--- src/common/wiscCore_config.svh ---
// Depths are word counts and must be powers of two; reset PC must be even and inside the program
`ifndef WISC_CORE_CONFIG_SVH
`define WISC_CORE_CONFIG_SVH

// Instruction memory, 16-bit words, filled through the load port
`define WISC_IMEM_DEPTH 256

// Data memory, 16-bit words, byte address bit 0 ignored
`define WISC_DMEM_DEPTH 256

// First fetch address after arstN
`define WISC_RESET_PC 16'h0000

`endif

--- src/common/wiscPkg.sv ---
// Types only; opcode values follow the 16-bit WISC encoding, SIIC and RTI are decoded as NOP
package wiscPkg;

    typedef logic [15:0] wordT; // Data word and byte address

    typedef enum logic [4:0] {
        opHalt   = 5'b00000, opNop   = 5'b00001, opSiic  = 5'b00010, opRti   = 5'b00011,
        opJ      = 5'b00100, opJr    = 5'b00101, opJal   = 5'b00110, opJalr  = 5'b00111,
        opAddi   = 5'b01000, opSubi  = 5'b01001, opXori  = 5'b01010, opAndni = 5'b01011,
        opBeqz   = 5'b01100, opBnez  = 5'b01101, opBltz  = 5'b01110, opBgez  = 5'b01111,
        opSt     = 5'b10000, opLd    = 5'b10001, opSlbi  = 5'b10010, opStu   = 5'b10011,
        opRoli   = 5'b10100, opSlli  = 5'b10101, opRori  = 5'b10110, opSrli  = 5'b10111,
        opLbi    = 5'b11000, opBtr   = 5'b11001, opShiftR = 5'b11010, opAluR = 5'b11011,
        opSeq    = 5'b11100, opSlt   = 5'b11101, opSle   = 5'b11110, opSco   = 5'b11111
    } opcodeT;

    typedef struct packed { // R format, func picks the op inside 11010 and 11011
        opcodeT     op;
        logic [2:0] rs;
        logic [2:0] rt;
        logic [2:0] rd;
        logic [1:0] func;
    } rFmtT;

    typedef struct packed { // I format 1, also loads and stores
        opcodeT     op;
        logic [2:0] rs;
        logic [2:0] rd;
        logic [4:0] imm5;
    } i1FmtT;

    typedef struct packed { // I format 2, branches, LBI, SLBI, JR, JALR
        opcodeT     op;
        logic [2:0] rs;
        logic [7:0] imm8;
    } i2FmtT;

    typedef struct packed { // J and JAL
        opcodeT      op;
        logic [10:0] disp11;
    } jFmtT;

    typedef union packed { // Same fetched word, four field layouts
        rFmtT  r;
        i1FmtT i1;
        i2FmtT i2;
        jFmtT  j;
    } instrU;

    typedef enum logic [4:0] {
        aluAdd, aluSub, aluRsub, aluXor, aluAndn, aluSll, aluSrl, aluRol,
        aluRor, aluSeq, aluSlt, aluSle, aluSco, aluBtr, aluPassB, aluSlbi
    } aluOpT;

    typedef enum logic [1:0] {immZero5, immSign5, immSign8, immSign11} immSelT;

    typedef enum logic [1:0] {destRs, destRdI1, destR7, destRdR} destSelT;

    typedef struct packed {
        logic    regWrite; // Register file write
        logic    pcSel;    // Take branchTarget
        logic    pc2Reg;   // Write back PC+2 (link)
        logic    memRead;  // Write back memory data
        logic    memWrite; // Store
        logic    val2Reg;  // Write back ALU result
        logic    immExt;   // Operand B is the immediate, store data from I1 rd
        logic    halt;
        immSelT  immSel;
        destSelT destSel;
        aluOpT   aluOp;
        logic    jumpReg;  // Target base is Rs instead of PC+2
    } ctrlT;

endpackage

--- src/rtl/control.sv ---
// Purely combinational; SIIC, RTI and NOP give an all-zero word, unknown opcodes cannot occur
`timescale 1ns/1ns

module control (
    input  wiscPkg::instrU instr,
    input  logic           zeroFlag,
    input  logic           signFlag,
    output wiscPkg::ctrlT  ctrl
);
    import wiscPkg::*;

    logic [4:0] op; // Opcode bits for group matching
    logic [1:0] func;

    assign op   = instr.r.op;
    assign func = instr.r.func;

    always_comb begin
        ctrl = '0; // Inactive word, also HALT/NOP/SIIC/RTI base
        casez (op)
            5'b000??: begin
                ctrl.halt = (op == opHalt); // Only HALT does anything here
            end
            5'b010??, 5'b101??: begin // I1 arithmetic and shift immediates
                ctrl.regWrite = 1'b1;
                ctrl.val2Reg  = 1'b1;
                ctrl.immExt   = 1'b1;
                ctrl.destSel  = destRdI1;
                ctrl.immSel   = op[1] ? immZero5 : immSign5; // XORI/ANDNI zero extend
                case ({op[3], op[1:0]})
                    3'b100:  ctrl.aluOp = aluAdd;  // ADDI
                    3'b101:  ctrl.aluOp = aluRsub; // SUBI is imm minus Rs
                    3'b110:  ctrl.aluOp = aluXor;
                    3'b111:  ctrl.aluOp = aluAndn;
                    3'b000:  ctrl.aluOp = aluRol;
                    3'b001:  ctrl.aluOp = aluSll;
                    3'b010:  ctrl.aluOp = aluRor;
                    default: ctrl.aluOp = aluSrl;
                endcase
            end
            5'b100??: begin // ST, LD, SLBI, STU
                ctrl.immExt = 1'b1;
                ctrl.immSel = immSign5;   // Effective address offset
                ctrl.aluOp  = aluAdd;     // Rs + imm
                case (op[1:0])
                    2'b00: begin
                        ctrl.memWrite = 1'b1; // ST, no register write
                    end
                    2'b01: begin
                        ctrl.regWrite = 1'b1; // LD into I1 rd
                        ctrl.memRead  = 1'b1;
                        ctrl.destSel  = destRdI1;
                    end
                    2'b10: begin
                        ctrl.regWrite = 1'b1; // SLBI back into Rs
                        ctrl.val2Reg  = 1'b1;
                        ctrl.destSel  = destRs;
                        ctrl.aluOp    = aluSlbi;
                    end
                    default: begin
                        ctrl.regWrite = 1'b1; // STU, address back into Rs
                        ctrl.memWrite = 1'b1;
                        ctrl.val2Reg  = 1'b1;
                        ctrl.destSel  = destRs;
                    end
                endcase
            end
            5'b011??: begin // Branches on Rs flags
                ctrl.immSel = immSign8;
                case (op[1:0])
                    2'b00:   ctrl.pcSel = zeroFlag;  // BEQZ
                    2'b01:   ctrl.pcSel = ~zeroFlag; // BNEZ
                    2'b10:   ctrl.pcSel = signFlag;  // BLTZ
                    default: ctrl.pcSel = ~signFlag; // BGEZ
                endcase
            end
            5'b001??: begin // J, JR, JAL, JALR
                ctrl.pcSel   = 1'b1;
                ctrl.jumpReg = op[0];                      // JR/JALR use Rs base
                ctrl.immSel  = op[0] ? immSign8 : immSign11;
                if (op[1]) begin                           // Link variants
                    ctrl.regWrite = 1'b1;
                    ctrl.pc2Reg   = 1'b1;
                    ctrl.destSel  = destR7;
                end
            end
            opLbi: begin
                ctrl.regWrite = 1'b1;
                ctrl.val2Reg  = 1'b1;
                ctrl.immExt   = 1'b1;
                ctrl.immSel   = immSign8;
                ctrl.destSel  = destRs;
                ctrl.aluOp    = aluPassB; // Rs <- sign extended imm8
            end
            default: begin // R format, BTR through SCO
                ctrl.regWrite = 1'b1;
                ctrl.val2Reg  = 1'b1;
                ctrl.destSel  = destRdR;
                casez ({op, func})
                    {opBtr, 2'b??}:    ctrl.aluOp = aluBtr;
                    {opShiftR, 2'b00}: ctrl.aluOp = aluRol;
                    {opShiftR, 2'b01}: ctrl.aluOp = aluSll;
                    {opShiftR, 2'b10}: ctrl.aluOp = aluRor;
                    {opShiftR, 2'b11}: ctrl.aluOp = aluSrl;
                    {opAluR, 2'b00}:   ctrl.aluOp = aluAdd;
                    {opAluR, 2'b01}:   ctrl.aluOp = aluSub;
                    {opAluR, 2'b10}:   ctrl.aluOp = aluXor;
                    {opAluR, 2'b11}:   ctrl.aluOp = aluAndn;
                    {opSeq, 2'b??}:    ctrl.aluOp = aluSeq;
                    {opSlt, 2'b??}:    ctrl.aluOp = aluSlt;
                    {opSle, 2'b??}:    ctrl.aluOp = aluSle;
                    default:           ctrl.aluOp = aluSco;
                endcase
            end
        endcase
    end

endmodule

--- config.mk ---
export PLATFORM = sky130hd
export DESIGN_NAME = control
export DESIGN_NICKNAME = d
export VERILOG_FILES = /design/src/common/wiscCore_config.svh /design/src/common/wiscPkg.sv /design/src/rtl/control.sv
export SDC_FILE = /design/constraint.sdc
export NUM_CORES = 1
export LEC_CHECK = 0
export BUFFER_PORTS_ARGS = -buffer_cell sky130_fd_sc_hd__buf_2
export CAP_MARGIN = 20
export CORE_AREA = 2 2 39 41
export DETAILED_ROUTE_END_ITERATION = 16
export DIE_AREA = 0 0 41 43
export PLACE_DENSITY = 0.92
export REMOVE_ABC_BUFFERS = 1
export SETUP_SLACK_MARGIN = 0.15
export SYNTH_ARGS = -nofsm -noshare
export SYNTH_HDL_FRONTEND = slang
export SYNTH_SLANG_ARGS = --single-unit
--- constraint.sdc ---
create_clock -name vclk -period 1.9
set_clock_uncertainty 0.1 [all_clocks]
set_input_delay 0.38 -clock vclk [all_inputs]
set_output_delay 0.38 -clock vclk [all_outputs]
set_load 0.02 [all_outputs]
* After elaboration in Yosys (flattened, before gate mapping)
Index checks and enable logic that the tools add are counted.
Operators by class: equality and inequality tests 26, multiplexer cells 24, bitwise logic cells 2, reductions and logical operators 12
Operator list (count):
- 7-bit == test, second input constant | 8
- 4-bit one-hot mux with 12 select lines | 1
- 4-bit one-hot mux with 7 select lines | 1
- 5-bit == test, second input constant | 5
- 5-bit one-hot mux with 4 select lines | 1
- 3-bit == test, second input constant | 6
- 2-bit one-hot mux with 4 select lines | 2
- 1-bit 2-to-1 mux | 12
- 2-bit OR reduction | 5
- 3-bit by 2-bit == test with 1-bit output, second input constant | 3
- 3-bit by 1-bit == test with 1-bit output, second input constant | 2
- 3-bit logical NOT | 2
- 1-bit one-hot mux with 3 select lines | 2
- 3-bit OR reduction | 2
- 5-bit logical NOT | 1
- 2-bit 2-to-1 mux | 2
- 4-bit 2-to-1 mux | 1
- 1-bit one-hot mux with 2 select lines | 2
- 4-bit OR reduction | 1
- 2-bit by 1-bit == test with 1-bit output, second input constant | 1
- 2-bit == test, second input constant | 1
- 2-bit logical NOT | 1
- 1-bit inverter | 2
Storage, ports and cells: register bits after elaboration 0, output and inout bits 18

* Depth between registers and ports, before layout
Gate-level depths: netlist (run 1).
depth after elaboration 4, depth in mapped cells 7

* Worst setup path before layout (run 1)
No wires, ideal clock.
kind input -> output, start input instr[11] in the netlist's numbering, end output ctrl[3] in the netlist's numbering, arrival 1529 ps, data required time 1420 ps, slack -109 ps, stages 7, path through inv_1 > ha_1 > buf_4 > nor2_2 > nand3b_1 > nand3_1 > a2bb2oi_1
RTL lines:
- start: declaration | RTL line control.sv:5 | input wiscPkg::instrU instr,
- end: declaration | RTL line control.sv:8 | output wiscPkg::ctrlT ctrl

==> results.md, run 1 <==
* Period Utilization, post-route at 113%
* Filler cells at between 50 and 60
* Commonest non-fill, non-tap cell in the layout: buf_4
* Sequential cells at 0
* Cells after Synth at 90
* Arrival @ worst endpoint at between 1.5 and 2 ns
* Buffer and inverter count on the worst path at 4
* Multi-input combinational cell area at 677 sq um
* Routability cong. at between 0.8 and 0.9
* Die width at 41 um
* PortBufs at 26
* Dominant cells by area after synthesis: ha_1 (13%), buf_4 (6.4%), a21oi_1 (6.0%), o21ai_0 (6.0%), nor2_1 (5.8%)
* Critical path capture point type: output port
* Crit path top cell by count: buf_4
* Hold depth at 3
* PnR Total Power at 327 uW
* Pwr per Cell Area at 291 nW/um^2
* Antenna Cells at 0
* Path length in cells of the critical path at 8
* Syn avg cell area at roughly 6.5 sq um
* Tightest Hold Check Type: in2out
* Worst Setup Start Kind: input port
* Area leader, netlist: ha_1
* Worst Path Max Fanout at 7
* Die Y at 43 um
* Router iterations before antenna repair at 5
* Total grt overflow at 0
* Failing checks: negative setup slack
* Worst Path Required at 1.42 ns
* Area of the die at ~1800 sq um
* Post-synth cell types at 37
* MaxCap Viol Count at 0
* Final Max Tran Viols at 0
* DP Wirelength at 1.45 mm
* Cells along the critical path: buf_8 > buf_6 > ha_4 > buf_4 > a21o_1 > a31oi_1 > o32ai_2 > buf_4
* Share of cells above drive strength 1 at 60.9%
* Placed cells at about 140
* RSZ-0062 raised after global routing: true
* Number of global-route vias before repair at ~800
* # clk buffers at 0
* Initial antenna violation count at 0
* Most frequent cells in the layout: buf_4 (21), buf_2 (11), buf_6 (11), nand2_1 (6)
* WL per Instance at about 22 um
* Hold_buf cts at 0
* Post-route insts no fill at 144
* Setup violators final at 6
* Crit path max-delay family: buffers and inverters
* Leak at 0.000503 uW
* Min cycle time layout at 2.15 ns
* Largest net degree at the start of global routing at 16
* Post-route DRC violation count at 0
* Initial Util at 42.3%
* Warnings from Yosys at 0
* Detailed Route WL at 3.18 mm
* Overall routing resource usage at 32.2%
* Worst path slowest cell: a31oi_1
* FP Rows at 14
* Status: finished with violations
* Layout area overhead at 92.1%
* Vias/cell at 6.81
* Drt initial violations at 107
* Synthesized area at roughly 590 sq um
* Worst vdd ir at around 0.13 mV
* Core ar. at about 1400 sq um
* # nets final at 154
* Setup WS post-layout at -0.247 ns
* Critical path type: in2out
* I/O pins at 36
* Hold Vio Cnt, Final at 0
* Detail Route Antenna Nets at 0
* Synth top area share at roughly an eighth
* Fmax at 466 MHz
* CP max stage delay at 0.25 ns
* First-pass GRT wire length at between 3 and 4 mm
* Seq. cell area at 0 sq um
* Post-synthesis sequential area ratio at 0%
* Vias at 980
## worst min-delay path, cell delays in order
cell	delay, ns
buf_6	0.17
nor3_1	0.07
buf_2	0.15
## final cells by class
cell class         instances  share of cell area [%]
multi-input cells         77                    60.2
repair buffers            46                    34.8
inverters                  5                    3.23
well taps                 16                    1.78
## routing by layer
layer,global-route usage [%],vias up,wire (um)
met3,3.14,28,387
li1,-,407,-
met5,0,-,0
met4,12.0,0,178
met2,51.9,106,1480
met1,41.8,439,1140
## per-stage QoR
stage	utilization, %	cell area (sq um)	hold WS, ns	TNS, ns	worst slack (ns)
2_1_floorplan	-	527	0.743	-0.434	-0.168
3_3_place_gp	56.3	779	1.08	-1.72	-0.279
3_5_place_dp	56.3	779	1.08	-2.09	-0.309
6_report	81.3	1120	1.05	-0.890	-0.247
5_1_grt	81.3	1120	1.06	-0.968	-0.235
4_1_cts	73.1	1010	1.06	-0.399	-0.117
## cells by family after synthesis
| family | count (synthesis) | synth area share [%] |
|---|---|---|
| and+or+nand+nor | 35 | 30.6 |
| AOI/OAI and AO/OA | 34 | 41.2 |
| buffers and inverters | 13 | 13.2 |
| adders and majority gates | 6 | 12.8 |
| xor gates and xnor gates | 1 | 1.50 |
| other | 1 | 0.640 |
## worst paths after layout
| path | start | to | slack, ns |
|---|---|---|---|
| worst max-delay path | instr[11] | ctrl[1] | -0.25 |
| worst min-delay path | instr[14] | ctrl[13] | 1.05 |
## power by group
| part | switching, uW | total [uW] | internal [uW] |
|---|---|---|---|
| combinational | 184 | 327 | 143 |
| clock | 0 | 0 | 0 |
| sequential | 0 | 0 | 0 |
## repair_timing
action | 4_1_cts | 5_1_grt
pin swaps | 17 | 9
gates resized for setup | 53 | 29
endpoints found under the setup margin | 14 | 12
buffers inserted | 6 | 2
hold endpoints to repair | 0 | 0
## synthesized netlist by cell type (2+ instances only)
master    count
o21ai_1       4
a21oi_1       7
buf_4         5
a31oi_1       2
inv_1         4
nand3_1       2
nor3_1        6
nor2_1        9
buf_2         2
ha_1          6
nand2b_1      3
nand2_1       8
o221ai_1      2
o21ai_0       7
(Power assumes the default switching activity.)
==> run 2, diff against run 1 <==
--- a/config.mk
+++ b/config.mk
@@ -7,9 +7,9 @@
 export LEC_CHECK = 0
 export BUFFER_PORTS_ARGS = -buffer_cell sky130_fd_sc_hd__buf_2
 export CAP_MARGIN = 20
-export CORE_AREA = 2 2 39 41
+export CORE_AREA = 4 4 41 43
 export DETAILED_ROUTE_END_ITERATION = 16
-export DIE_AREA = 0 0 41 43
+export DIE_AREA = 0 0 45 47
 export PLACE_DENSITY = 0.92
 export REMOVE_ABC_BUFFERS = 1
 export SETUP_SLACK_MARGIN = 0.15
==> results.md, run 2 (synthesized netlist as in run 1, its figures left out) <==
* Pwr per Cell Area at 297 nW/um^2
* WL per Instance at 25.5 um
* Total grt overflow at 0
* Failing checks: negative setup slack
* Die width at 45 um
* Vias/cell at 7.03
* Worst Path Required at 1.42 ns
* Sequential cells at 0
* MaxCap Viol Count at 0
* Hold Slack at 1.06 ns
* Min cycle time layout at 2.13 ns
* Commonest non-fill, non-tap cell in the layout: buf_4
* Initial antenna violation count at 0
* Period Utilization, post-route at 112%
* Post-route DRC violation count at 0
* DP Wirelength at 1.56 mm
* Vias at 1055
* Placed cells at 141
* Drt initial violations at 120
* Status: finished with violations
* Cells along the critical path: buf_8 > inv_8 > ha_4 > buf_6 > a21oi_2 > a311oi_1 > o21ai_1 > nand3_2 > buf_6
* Crit path top cell by count: buf_6
* Hold worst-path end: ctrl[10]
* PortBufs at 26
* Core ar. at around 1300 sq um
* RSZ-0062 raised after global routing: true
* Largest net degree at the start of global routing at 16
* Hold Vio Cnt, Final at 0
* I/O pins at 36
* Area of the die at 2120 sq um
* Filler cells at 26
* Leak at 0.000545 uW
* CP max stage delay at ~0.32 ns
* Router iterations before antenna repair at 5
* Setup WS post-layout at -0.230 ns
* Tightest Hold Check Type: in2out
* # clk buffers at 0
* Detailed Route WL at 3.83 mm
* # nets final at 161
* Critical path type: in2out
* Seq. cell area at 0 sq um
* Setup violators final at 8
* Hold depth at 3
* Routability cong. at around 0.97
* Worst path slowest cell: a311oi_1
* FP Rows at 13
* Die Y at 47 um
* Initial Util at between 40% and 50%
* Antenna Cells at 0
* First-pass GRT wire length at 4.44 mm
* Arrival @ worst endpoint at 1.65 ns
* Fmax at 469 MHz
* Buffer and inverter count on the worst path at 4
* Post-route insts no fill at 150
* Critical path capture point type: output port
* Number of global-route vias before repair at 952
* Overall routing resource usage at 27.9%
* Crit path max-delay family: compound AO/OA/AOI/OAI gates
* Worst Path Max Fanout at 5
* Most frequent cells in the layout: buf_4 (26), buf_6 (16), buf_2 (8), a21oi_1 (5), nand2_1 (5)
* Layout area overhead at 115%
* Share of cells above drive strength 1 at around 68%
* Worst Setup Start Kind: input port
* Final Max Tran Viols at 0
* Critical hold path startpoint: instr[15]
* Detail Route Antenna Nets at 0
* Worst vdd ir at 0.214 mV
==> run 2: cell types whose count changed in the layout (fill, tap and decap cells not counted), moves of 2 or more <==
cell,previous run,this run
buf_2,11,8
buf_4,21,26
nand2_2,1,3
nor3_1,5,3
inv_4,2,0
buf_6,11,16
inv_8,0,2
==> run 2: through the flow <==
step	util (%)	total power (uW)	setup WS, ns	area [sq um]	TNS (ns)
global route	96.6	384	-0.256	1260	-1.29
finish	96.6	373	-0.230	1260	-1.06
CTS	80.1	276	-0.125	1040	-0.406
floorplan	-	120	-0.168	527	-0.434
global placement	62.3	208	-0.283	811	-1.83
detailed placement	62.3	216	-0.351	811	-2.31
==> run 2: power by group <==
group          switching, uW  internal (uW)
Combinational            210            164
Sequential                 0              0
Clock                      0              0
==> run 2: metal layers <==
metal | track usage [%] | wire (um) | part of all wire, % | vias up
met3 | 4.21 | 583 | 15 | 39
met5 | 0 | 0 | 0 | -
met4 | 15.2 | 251 | 6.6 | 0
met2 | 48.0 | 1650 | 43 | 141
met1 | 33.3 | 1340 | 35 | 454
li1 | - | - | - | 421
==> run 2: worst max-delay path by stage <==
stage | from | endpoint | slack [ns] | cells after the start
floorplan | instr[11] | ctrl[3] | -0.17 | 5
global placement | instr[11] | ctrl[3] | -0.28 | 7
detailed placement | instr[11] | ctrl[3] | -0.35 | 7
CTS | instr[11] | ctrl[16] | -0.12 | 8
global route | instr[11] | ctrl[1] | -0.26 | 8
finish | instr[11] | ctrl[2] | -0.23 | 9
==> run 2: tightest hold or removal path: stages <==
cell and delay [ns]:
buf_4 0.21, nor3_4 0.07, buf_6 0.12
==> run 2: what timing repair did <==
item / in CTS / in global routing
cloned: 0 / 0
resized for setup: 49 / 52
pin swaps: 12 / 12
hold buffers: 0 / 0
endpoints found under the setup margin: 14 / 15
buffers inserted: 6 / 3
==> run 2: area by class of cell <==
cell class	instances	area [sq um]	area share [%]
Timing Repair Buffer	53	465	37.0
Tap cell	15	18.8	1.49
Inverter	5	38.8	3.08
Multi-Input combinational cell	77	734	58.4
